## src/ctrl_pkg.sv

```systemverilog
package ctrl_pkg;

    // Controller states
    typedef enum logic [6:0] {
        fetch            = 7'd0,
        ir_pc            = 7'd1,
        decode           = 7'd2,
        overflow_rd      = 7'd3,
        and_op           = 7'd4,
        rd_write_alu_out = 7'd5,
        add_op           = 7'd6,
        sub_op           = 7'd7,
        epc_write        = 7'd8,
        pc_exception     = 7'd9,
        addiu_op         = 7'd10,
        rt_write_alu_out = 7'd11,
        addi_op          = 7'd12,
        overflow_rt      = 7'd13,
        break_op         = 7'd14,
        rte_op           = 7'd15,
        jr_op            = 7'd16,
        slt_op           = 7'd17,
        slti_op          = 7'd18,
        lui_op           = 7'd19,
        branch_compare   = 7'd20,
        beq_op           = 7'd21,
        bne_op           = 7'd22,
        ble_op           = 7'd23,
        bgt_op           = 7'd24,
        branch_pc        = 7'd25
    } ctrl_state_e;

    typedef enum logic [5:0] {
        op_r_type = 6'h00,
        op_beq    = 6'h04,
        op_bne    = 6'h05,
        op_ble    = 6'h06,
        op_bgt    = 6'h07,
        op_addi   = 6'h08,
        op_addiu  = 6'h09,
        op_slti   = 6'h0a,
        op_lui    = 6'h0f
    } opcode_e;

    // R-type function field
    typedef enum logic [5:0] {
        fn_jr    = 6'h08,
        fn_break = 6'h0d,
        fn_rte   = 6'h13,
        fn_add   = 6'h20,
        fn_sub   = 6'h22,
        fn_and   = 6'h24,
        fn_slt   = 6'h2a
    } funct_e;

    typedef enum logic [3:0] {
        cls_and, cls_add, cls_sub, cls_slt,
        cls_jr, cls_break, cls_rte,
        cls_addi, cls_addiu, cls_slti, cls_lui,
        cls_beq, cls_bne, cls_ble, cls_bgt,
        cls_invalid
    } instr_class_e;

    typedef enum logic [2:0] {
        alu_load_a = 3'b000,
        alu_add    = 3'b001,
        alu_sub    = 3'b010,
        alu_and    = 3'b011,
        alu_load_b = 3'b111
    } alu_op_e;

    typedef enum logic [1:0] {
        exc_invalid  = 2'd0,
        exc_overflow = 2'd1
    } exc_cause_e;

    localparam int i_or_d_w     = 2;
    localparam int reg_dst_w    = 2;
    localparam int mem_to_reg_w = 3;
    localparam int alu_src_b_w  = 2;
    localparam int pc_source_w  = 3;

    // ALU B operand: 4, immediate, shifted branch offset
    localparam logic [alu_src_b_w-1:0] alu_src_b_four   = 2'd1;
    localparam logic [alu_src_b_w-1:0] alu_src_b_imm    = 2'd2;
    localparam logic [alu_src_b_w-1:0] alu_src_b_branch = 2'd3;

    localparam logic [pc_source_w-1:0] pc_src_alu     = 3'd0;
    localparam logic [pc_source_w-1:0] pc_src_alu_out = 3'd1;
    localparam logic [pc_source_w-1:0] pc_src_epc     = 3'd3;
    localparam logic [pc_source_w-1:0] pc_src_handler = 3'd4;

    localparam logic [mem_to_reg_w-1:0] mem_to_reg_lui = 3'd4;
    localparam logic [mem_to_reg_w-1:0] mem_to_reg_lt  = 3'd5;

    localparam logic [i_or_d_w-1:0] i_or_d_handler = 2'd2;

    typedef struct packed {
        logic [2:0]              alu_ctrl;
        logic                    mem_read;
        logic                    ir_write;
        logic                    reg_write;
        logic                    pc_write;
        logic                    epc_write;
        logic                    write_a;
        logic                    write_b;
        logic                    alu_out_write;
        logic [i_or_d_w-1:0]     i_or_d;
        logic [reg_dst_w-1:0]    reg_dst;
        logic [mem_to_reg_w-1:0] mem_to_reg;
        logic                    alu_src_a;
        logic [alu_src_b_w-1:0]  alu_src_b;
        logic [pc_source_w-1:0]  pc_source;
    } ctrl_word_t;

endpackage

```

## src/instr_decoder.sv

```systemverilog
`timescale 1ns/1ps

module instr_decoder (
    input  logic [5:0]            opcode,
    input  logic [5:0]            funct,
    output ctrl_pkg::instr_class_e instr_class
);

    always_comb begin
        instr_class = ctrl_pkg::cls_invalid;
        case (opcode)
            ctrl_pkg::op_r_type: begin
                // Funct only matters for R-type
                case (funct)
                    ctrl_pkg::fn_and:   instr_class = ctrl_pkg::cls_and;
                    ctrl_pkg::fn_add:   instr_class = ctrl_pkg::cls_add;
                    ctrl_pkg::fn_sub:   instr_class = ctrl_pkg::cls_sub;
                    ctrl_pkg::fn_slt:   instr_class = ctrl_pkg::cls_slt;
                    ctrl_pkg::fn_jr:    instr_class = ctrl_pkg::cls_jr;
                    ctrl_pkg::fn_break: instr_class = ctrl_pkg::cls_break;
                    ctrl_pkg::fn_rte:   instr_class = ctrl_pkg::cls_rte;
                    default:            instr_class = ctrl_pkg::cls_invalid;
                endcase
            end
            ctrl_pkg::op_addi:  instr_class = ctrl_pkg::cls_addi;
            ctrl_pkg::op_addiu: instr_class = ctrl_pkg::cls_addiu;
            ctrl_pkg::op_slti:  instr_class = ctrl_pkg::cls_slti;
            ctrl_pkg::op_lui:   instr_class = ctrl_pkg::cls_lui;
            ctrl_pkg::op_beq:   instr_class = ctrl_pkg::cls_beq;
            ctrl_pkg::op_bne:   instr_class = ctrl_pkg::cls_bne;
            ctrl_pkg::op_ble:   instr_class = ctrl_pkg::cls_ble;
            ctrl_pkg::op_bgt:   instr_class = ctrl_pkg::cls_bgt;
            default:            instr_class = ctrl_pkg::cls_invalid;
        endcase
    end

endmodule

```

## src/ctrl_sequencer.sv

```systemverilog
`timescale 1ns/1ps

module ctrl_sequencer (
    input  logic                   clock,
    input  logic                   reset,
    input  ctrl_pkg::instr_class_e instr_class,
    input  logic                   equal_to,
    input  logic                   greater_than,
    input  logic                   overflow,
    output ctrl_pkg::ctrl_state_e  state,
    output ctrl_pkg::exc_cause_e   exc_cause
);

    ctrl_pkg::ctrl_state_e next_state;

    always_comb begin
        next_state = ctrl_pkg::fetch;
        case (state)
            ctrl_pkg::fetch:  next_state = ctrl_pkg::ir_pc;
            ctrl_pkg::ir_pc:  next_state = ctrl_pkg::decode;
            ctrl_pkg::decode: begin
                case (instr_class)
                    ctrl_pkg::cls_and:   next_state = ctrl_pkg::and_op;
                    ctrl_pkg::cls_add:   next_state = ctrl_pkg::add_op;
                    ctrl_pkg::cls_sub:   next_state = ctrl_pkg::sub_op;
                    ctrl_pkg::cls_slt:   next_state = ctrl_pkg::slt_op;
                    ctrl_pkg::cls_jr:    next_state = ctrl_pkg::jr_op;
                    ctrl_pkg::cls_break: next_state = ctrl_pkg::break_op;
                    ctrl_pkg::cls_rte:   next_state = ctrl_pkg::rte_op;
                    ctrl_pkg::cls_addi:  next_state = ctrl_pkg::addi_op;
                    ctrl_pkg::cls_addiu: next_state = ctrl_pkg::addiu_op;
                    ctrl_pkg::cls_slti:  next_state = ctrl_pkg::slti_op;
                    ctrl_pkg::cls_lui:   next_state = ctrl_pkg::lui_op;
                    ctrl_pkg::cls_beq,
                    ctrl_pkg::cls_bne,
                    ctrl_pkg::cls_ble,
                    ctrl_pkg::cls_bgt:   next_state = ctrl_pkg::branch_compare;
                    default:             next_state = ctrl_pkg::epc_write;
                endcase
            end
            ctrl_pkg::and_op:   next_state = ctrl_pkg::rd_write_alu_out;
            ctrl_pkg::add_op,
            ctrl_pkg::sub_op:   next_state = ctrl_pkg::overflow_rd;
            ctrl_pkg::addi_op:  next_state = ctrl_pkg::overflow_rt;
            ctrl_pkg::addiu_op: next_state = ctrl_pkg::rt_write_alu_out;
            // Overflow flag is valid one cycle after the ALU op
            ctrl_pkg::overflow_rd: begin
                next_state = overflow ? ctrl_pkg::epc_write : ctrl_pkg::rd_write_alu_out;
            end
            ctrl_pkg::overflow_rt: begin
                next_state = overflow ? ctrl_pkg::epc_write : ctrl_pkg::rt_write_alu_out;
            end
            ctrl_pkg::branch_compare: begin
                // Opcode still held, so the class still names the branch
                case (instr_class)
                    ctrl_pkg::cls_beq: next_state = ctrl_pkg::beq_op;
                    ctrl_pkg::cls_bne: next_state = ctrl_pkg::bne_op;
                    ctrl_pkg::cls_ble: next_state = ctrl_pkg::ble_op;
                    ctrl_pkg::cls_bgt: next_state = ctrl_pkg::bgt_op;
                    default:           next_state = ctrl_pkg::fetch;
                endcase
            end
            ctrl_pkg::beq_op: next_state = equal_to ? ctrl_pkg::branch_pc : ctrl_pkg::fetch;
            ctrl_pkg::bne_op: next_state = equal_to ? ctrl_pkg::fetch : ctrl_pkg::branch_pc;
            ctrl_pkg::ble_op: next_state = greater_than ? ctrl_pkg::fetch : ctrl_pkg::branch_pc;
            ctrl_pkg::bgt_op: next_state = greater_than ? ctrl_pkg::branch_pc : ctrl_pkg::fetch;
            ctrl_pkg::epc_write: next_state = ctrl_pkg::pc_exception;
            default: next_state = ctrl_pkg::fetch;
        endcase
    end

    always_ff @(posedge clock) begin
        if (reset) begin
            state <= ctrl_pkg::fetch;
        end else begin
            state <= next_state;
        end
    end

    // Cause is latched on the way into epc_write
    always_ff @(posedge clock) begin
        if (reset) begin
            exc_cause <= ctrl_pkg::exc_invalid;
        end else if (next_state == ctrl_pkg::epc_write) begin
            if (state == ctrl_pkg::decode) begin
                exc_cause <= ctrl_pkg::exc_invalid;
            end else begin
                exc_cause <= ctrl_pkg::exc_overflow;
            end
        end
    end

endmodule

```

## src/ctrl_word_table.sv

```systemverilog
`timescale 1ns/1ps

module ctrl_word_table (
    input  ctrl_pkg::ctrl_state_e state,
    output ctrl_pkg::ctrl_word_t  ctrl_word
);

    always_comb begin
        ctrl_word = '0;
        case (state)
            ctrl_pkg::fetch: begin
                ctrl_word.mem_read = 1'b1;
            end
            // PC + 4 and instruction register load
            ctrl_pkg::ir_pc: begin
                ctrl_word.pc_write  = 1'b1;
                ctrl_word.ir_write  = 1'b1;
                ctrl_word.alu_ctrl  = ctrl_pkg::alu_add;
                ctrl_word.alu_src_b = ctrl_pkg::alu_src_b_four;
                ctrl_word.pc_source = ctrl_pkg::pc_src_alu;
            end
            // Register read plus speculative branch target
            ctrl_pkg::decode: begin
                ctrl_word.write_a       = 1'b1;
                ctrl_word.write_b       = 1'b1;
                ctrl_word.alu_out_write = 1'b1;
                ctrl_word.alu_ctrl      = ctrl_pkg::alu_add;
                ctrl_word.alu_src_b     = ctrl_pkg::alu_src_b_branch;
            end
            ctrl_pkg::and_op,
            ctrl_pkg::add_op,
            ctrl_pkg::sub_op: begin
                ctrl_word.alu_out_write = 1'b1;
                ctrl_word.alu_src_a     = 1'b1;
                if (state == ctrl_pkg::and_op) begin
                    ctrl_word.alu_ctrl = ctrl_pkg::alu_and;
                end else if (state == ctrl_pkg::add_op) begin
                    ctrl_word.alu_ctrl = ctrl_pkg::alu_add;
                end else begin
                    ctrl_word.alu_ctrl = ctrl_pkg::alu_sub;
                end
            end
            ctrl_pkg::addi_op,
            ctrl_pkg::addiu_op: begin
                ctrl_word.alu_out_write = 1'b1;
                ctrl_word.alu_src_a     = 1'b1;
                ctrl_word.alu_src_b     = ctrl_pkg::alu_src_b_imm;
                ctrl_word.alu_ctrl      = ctrl_pkg::alu_add;
            end
            ctrl_pkg::rd_write_alu_out: begin
                ctrl_word.reg_write = 1'b1;
                ctrl_word.reg_dst   = 2'd1;
            end
            ctrl_pkg::rt_write_alu_out: begin
                ctrl_word.reg_write = 1'b1;
            end
            ctrl_pkg::slt_op: begin
                ctrl_word.reg_write  = 1'b1;
                ctrl_word.mem_to_reg = ctrl_pkg::mem_to_reg_lt;
                ctrl_word.alu_src_a  = 1'b1;
                ctrl_word.reg_dst    = 2'd1;
            end
            ctrl_pkg::slti_op: begin
                ctrl_word.reg_write  = 1'b1;
                ctrl_word.mem_to_reg = ctrl_pkg::mem_to_reg_lt;
                ctrl_word.alu_src_a  = 1'b1;
                ctrl_word.alu_src_b  = ctrl_pkg::alu_src_b_imm;
            end
            ctrl_pkg::lui_op: begin
                ctrl_word.reg_write  = 1'b1;
                ctrl_word.mem_to_reg = ctrl_pkg::mem_to_reg_lui;
            end
            // Back the PC up by 4 onto the break itself
            ctrl_pkg::break_op: begin
                ctrl_word.pc_write  = 1'b1;
                ctrl_word.alu_ctrl  = ctrl_pkg::alu_sub;
                ctrl_word.alu_src_b = ctrl_pkg::alu_src_b_four;
                ctrl_word.pc_source = ctrl_pkg::pc_src_alu;
            end
            ctrl_pkg::rte_op: begin
                ctrl_word.pc_write  = 1'b1;
                ctrl_word.pc_source = ctrl_pkg::pc_src_epc;
            end
            ctrl_pkg::jr_op: begin
                ctrl_word.pc_write  = 1'b1;
                ctrl_word.alu_src_a = 1'b1;
                ctrl_word.alu_ctrl  = ctrl_pkg::alu_load_a;
            end
            // EPC gets PC - 4 while the handler vector is read
            ctrl_pkg::epc_write: begin
                ctrl_word.mem_read  = 1'b1;
                ctrl_word.epc_write = 1'b1;
                ctrl_word.i_or_d    = ctrl_pkg::i_or_d_handler;
                ctrl_word.alu_ctrl  = ctrl_pkg::alu_sub;
                ctrl_word.alu_src_b = ctrl_pkg::alu_src_b_four;
            end
            ctrl_pkg::pc_exception: begin
                ctrl_word.pc_write  = 1'b1;
                ctrl_word.pc_source = ctrl_pkg::pc_src_handler;
            end
            ctrl_pkg::branch_compare: begin
                ctrl_word.alu_src_a = 1'b1;
            end
            ctrl_pkg::branch_pc: begin
                ctrl_word.pc_write  = 1'b1;
                ctrl_word.pc_source = ctrl_pkg::pc_src_alu_out;
            end
            default: begin
                ctrl_word = '0;
            end
        endcase
    end

endmodule

```

## src/ctrl_unit.sv

```systemverilog
`timescale 1ns/1ps

module ctrl_unit (
    input  logic                              clock,
    input  logic                              reset,
    input  logic [5:0]                        opcode,
    input  logic [5:0]                        funct,
    input  logic                              greater_than,
    input  logic                              equal_to,
    input  logic                              overflow,
    output logic [2:0]                        alu_ctrl,
    output logic                              mem_read,
    output logic                              ir_write,
    output logic                              reg_write,
    output logic                              pc_write,
    output logic                              epc_write,
    output logic                              write_a,
    output logic                              write_b,
    output logic                              alu_out_write,
    output logic [ctrl_pkg::i_or_d_w-1:0]     i_or_d,
    output logic [ctrl_pkg::reg_dst_w-1:0]    reg_dst,
    output logic [ctrl_pkg::mem_to_reg_w-1:0] mem_to_reg,
    output logic                              alu_src_a,
    output logic [ctrl_pkg::alu_src_b_w-1:0]  alu_src_b,
    output logic [ctrl_pkg::pc_source_w-1:0]  pc_source,
    output logic [1:0]                        exception
);

    ctrl_pkg::instr_class_e instr_class;
    ctrl_pkg::ctrl_state_e  state;
    ctrl_pkg::exc_cause_e   exc_cause;
    ctrl_pkg::ctrl_word_t   ctrl_word;

    instr_decoder u_decoder (
        .opcode      (opcode),
        .funct       (funct),
        .instr_class (instr_class)
    );

    ctrl_sequencer u_sequencer (
        .clock        (clock),
        .reset        (reset),
        .instr_class  (instr_class),
        .equal_to     (equal_to),
        .greater_than (greater_than),
        .overflow     (overflow),
        .state        (state),
        .exc_cause    (exc_cause)
    );

    ctrl_word_table u_table (
        .state     (state),
        .ctrl_word (ctrl_word)
    );

    // Spread the control word onto the datapath strobes
    assign alu_ctrl      = ctrl_word.alu_ctrl;
    assign mem_read      = ctrl_word.mem_read;
    assign ir_write      = ctrl_word.ir_write;
    assign reg_write     = ctrl_word.reg_write;
    assign pc_write      = ctrl_word.pc_write;
    assign epc_write     = ctrl_word.epc_write;
    assign write_a       = ctrl_word.write_a;
    assign write_b       = ctrl_word.write_b;
    assign alu_out_write = ctrl_word.alu_out_write;
    assign i_or_d        = ctrl_word.i_or_d;
    assign reg_dst       = ctrl_word.reg_dst;
    assign mem_to_reg    = ctrl_word.mem_to_reg;
    assign alu_src_a     = ctrl_word.alu_src_a;
    assign alu_src_b     = ctrl_word.alu_src_b;
    assign pc_source     = ctrl_word.pc_source;
    assign exception     = exc_cause;

endmodule

```

## config.mk

```make
export PLATFORM = sky130hd
export DESIGN_NAME = ctrl_unit
export DESIGN_NICKNAME = d
export VERILOG_FILES = /design/src/ctrl_pkg.sv /design/src/instr_decoder.sv /design/src/ctrl_sequencer.sv /design/src/ctrl_word_table.sv /design/src/ctrl_unit.sv
export SDC_FILE = /design/constraint.sdc
export NUM_CORES = 1
export LEC_CHECK = 0
export ABC_CLOCK_PERIOD_IN_PS = 9600
export BUFFER_PORTS_ARGS = -buffer_cell sky130_fd_sc_hd__buf_2
export CAP_MARGIN = 20
export CORE_MARGIN = 2
export CORE_UTILIZATION = 55
export CTS_CLUSTER_SIZE = 14
export DETAILED_ROUTE_END_ITERATION = 6
export GPL_TIMING_DRIVEN = 0
export PLACE_DENSITY_LB_ADDON = 0.25
export SYNTH_ARGS = -nofsm -noshare
export SYNTH_HDL_FRONTEND = slang
export SYNTH_SLANG_ARGS = --single-unit
```

## constraint.sdc

```tcl
create_clock -name clock -period 9.6 [get_ports clock]
set_input_delay 1.92 -clock clock [delete_from_list [all_inputs] [get_ports clock]]
set_output_delay 1.92 -clock clock [all_outputs]
set_load 0.03 [all_outputs]
```

==> run summary <==
status: finished clean
wire length per cell: 12.9 um
met3 Track Usage GR: 4.45%
core area: 0.00250 mm^2
synthesized instance count: 226
Yosys top cell area share: 8.23%
dominant synthesized flop cell: dfxtp_1
RSZ-0062 raised after global routing: false
ANT cells: 0
antenna violations before repair: 0
port bufs: 33
Synth Register Bits: 6
synthesis warning total: 0
CTS tree: yes
htree depth: 1
DP HPWL: 2910 um
crit start category: input pin
leakage power: 0.778 nW
DIE HEIGHT: 55.5 um
count leader, synth: nor2_1
Layout area overhead: 16.5%
Design Area, Final: 0.00170 mm^2
Area after DPL: 0.00168 mm^2
synth top area cells: dfxtp_1 8.2%, nor2_1 7.7%, a21oi_1 5.8%, ha_1 5.1%, o21ai_0 5.1%
cts-stage hold buffer count: 0
CTS Sinks: 6
total global-route track usage: 24.8%
die width: 55.5 um
first-pass GRT wire length: 6480 um
VDD IR max: 0.0000948 V
Pre-antenna DRT Iters: 4
multi-input logic area: 0.00120 mm^2
num rows: 18
worst clock skew: 0.00186 ns
Placer Congestion: 0.946
number of CTS-inserted buffers: 3
fin crit period: 5.01 ns
period utilization: 52.2%
Distinct cells, synth: 57
Power, Total: 0.000188 W
nets: 291
Slew Viols, Final: 0
critical path fanouts, max: 8
setup TNS: 0 ns
Die ar.: 0.00308 mm^2
cells resized by post-CTS repair: 0
DR iter-0 viols: 84
hold violation total from the final report: 0
Filler cells: 243
Worst-Margin Slew: 0.794 ns
via count of the routed design: 1780
Synth Cell Area: 0.00146 mm^2
per-instance average area after synthesis: 6.46 um^2
clk root buf: clkbuf_4
Sequential cell area: 120 um^2
Clk Latency, worst-skew pair: 0.24 ns
sequential area share after synthesis: 8.23%
setup violators final: 0
Post-synth top cells: 30 x nor2_1, 17 x a21oi_1, 15 x o21ai_0
Max Cap Viol: 0
Clock Tree Buf Depth: 2
worst path arrival time: 5.14 ns
Worst EP required: 9.73 ns
vias per std cell: 6.01
largest net degree at the start of global routing: 11
Hold Path Class: reg -> reg
DR DRC count: 0
IO Pins: 43
Final ANT Viol Nets: 0
Fmax: 0.200 GHz
share of layout cells above drive strength 1: 20.7%
GR Layer Usage met2: 40.3%
gr busiest metal: met2
total grt overflow: 0
Pwr per Cell Area: 111 mW/mm^2
CP Class: in -> reg
count of flip-flops with a built-in enable after synthesis: 0
met1 Use GR: 32.5%
final wirelength: 3810 um
vias in the first global route: 1548
Post-CTS Setup Bufs: 0
area leader, netlist: dfxtp_1
Final Non-Filler Cells: 296
placed cell count: 293
Clock Pin Slew Worst Setup and Hold Paths: 0.05 ns
Setup crit end kind: flop
Synth async-reset ratio: 0%
Initial Util: 58.4%
Worst slew margin: 46.6%
## cells in the final DEF, fill, tap and decap left out, types with 7 or more instances in the layout
master	n
buf_4	7
nor4_1	9
a21oi_1	17
o21ai_0	15
nor2_1	30
inv_1	7
nand2b_1	9
nor2b_1	8
buf_2	36
nor3_1	11
clkbuf_1	10
nand2_1	14
## critical path, cell delays in order
cell      delay [ns]
clkbuf_1        0.25
xor2_1          0.17
nand3_1         0.09
a21o_1          0.17
a211oi_1        0.22
a21oi_1         0.06
nor3_1          0.13
a31oi_1         0.08
or2_2           0.34
ha_1            0.24
o21ai_0         0.21
nor3_2          0.08
or4_4           0.55
nor3_2          0.18
nand4b_1        0.12
mux2_1          0.32
## report_power, final
group | internal, W | total [W] | switching (W)
logic | 0.0000457 | 0.000134 | 0.0000888
clock network | 0.0000141 | 0.0000234 | 0.00000920
registers | 0.0000281 | 0.0000306 | 0.00000255
## final timing paths
kind	startpoint	to	slack [ns]	cells past startpoint
setup reg to reg	u_sequencer.state[3]	u_sequencer.exc_cause[0]	6.98	9
hold reg to reg	u_sequencer.exc_cause[0]	u_sequencer.exc_cause[0]	0.59	2
hold / removal	u_sequencer.exc_cause[0]	u_sequencer.exc_cause[0]	0.59	2
setup / recovery	funct[1]	u_sequencer.exc_cause[0]	4.59	16
## flip-flops by register name, indices dropped and copies added, names as in the netlist
signal and cells:
u_sequencer.exc_cause 1, u_sequencer.state 5
## through the flow
step | hold slack (ns) | worst slack (ns) | utilization, %
floorplan | 0.715 | 4.62 | -
global placement | 0.561 | 4.38 | 67.1
detailed placement | 0.600 | 4.35 | 67.1
CTS | 0.602 | 4.61 | 68.0
global route | 0.677 | 4.34 | 68.0
finish | 0.595 | 4.59 | 68.0
## cell families after synthesis
logic type	Yosys count	synth area share, %
compound gates	63	29.0
xor+xnor	4	2.40
fa+ha+maj	6	5.15
buf+inv	32	10.8
flops	6	8.23
mux	3	2.23
other cells	1	0.257
simple gates	111	41.9
## layout make-up
class	instances	area share [%]
Clock buffer	3	1.33
Buffer	24	7.51
Tap cell	30	2.21
Timing Repair Buffer	33	9.72
Sequential cell	6	7.07
Multi-Input combinational cell	192	70.4
Inverter	8	1.77
## routing by layer
metal / share of wire (%) / wire length (um) / vias up
met5: 0 / 0 / -
met4: 0.39 / 15 / 0
met3: 6.8 / 258 / 4
met2: 47 / 1790 / 82
met1: 46 / 1750 / 796
li1: - / - / 898
(Power assumes the default switching activity.)
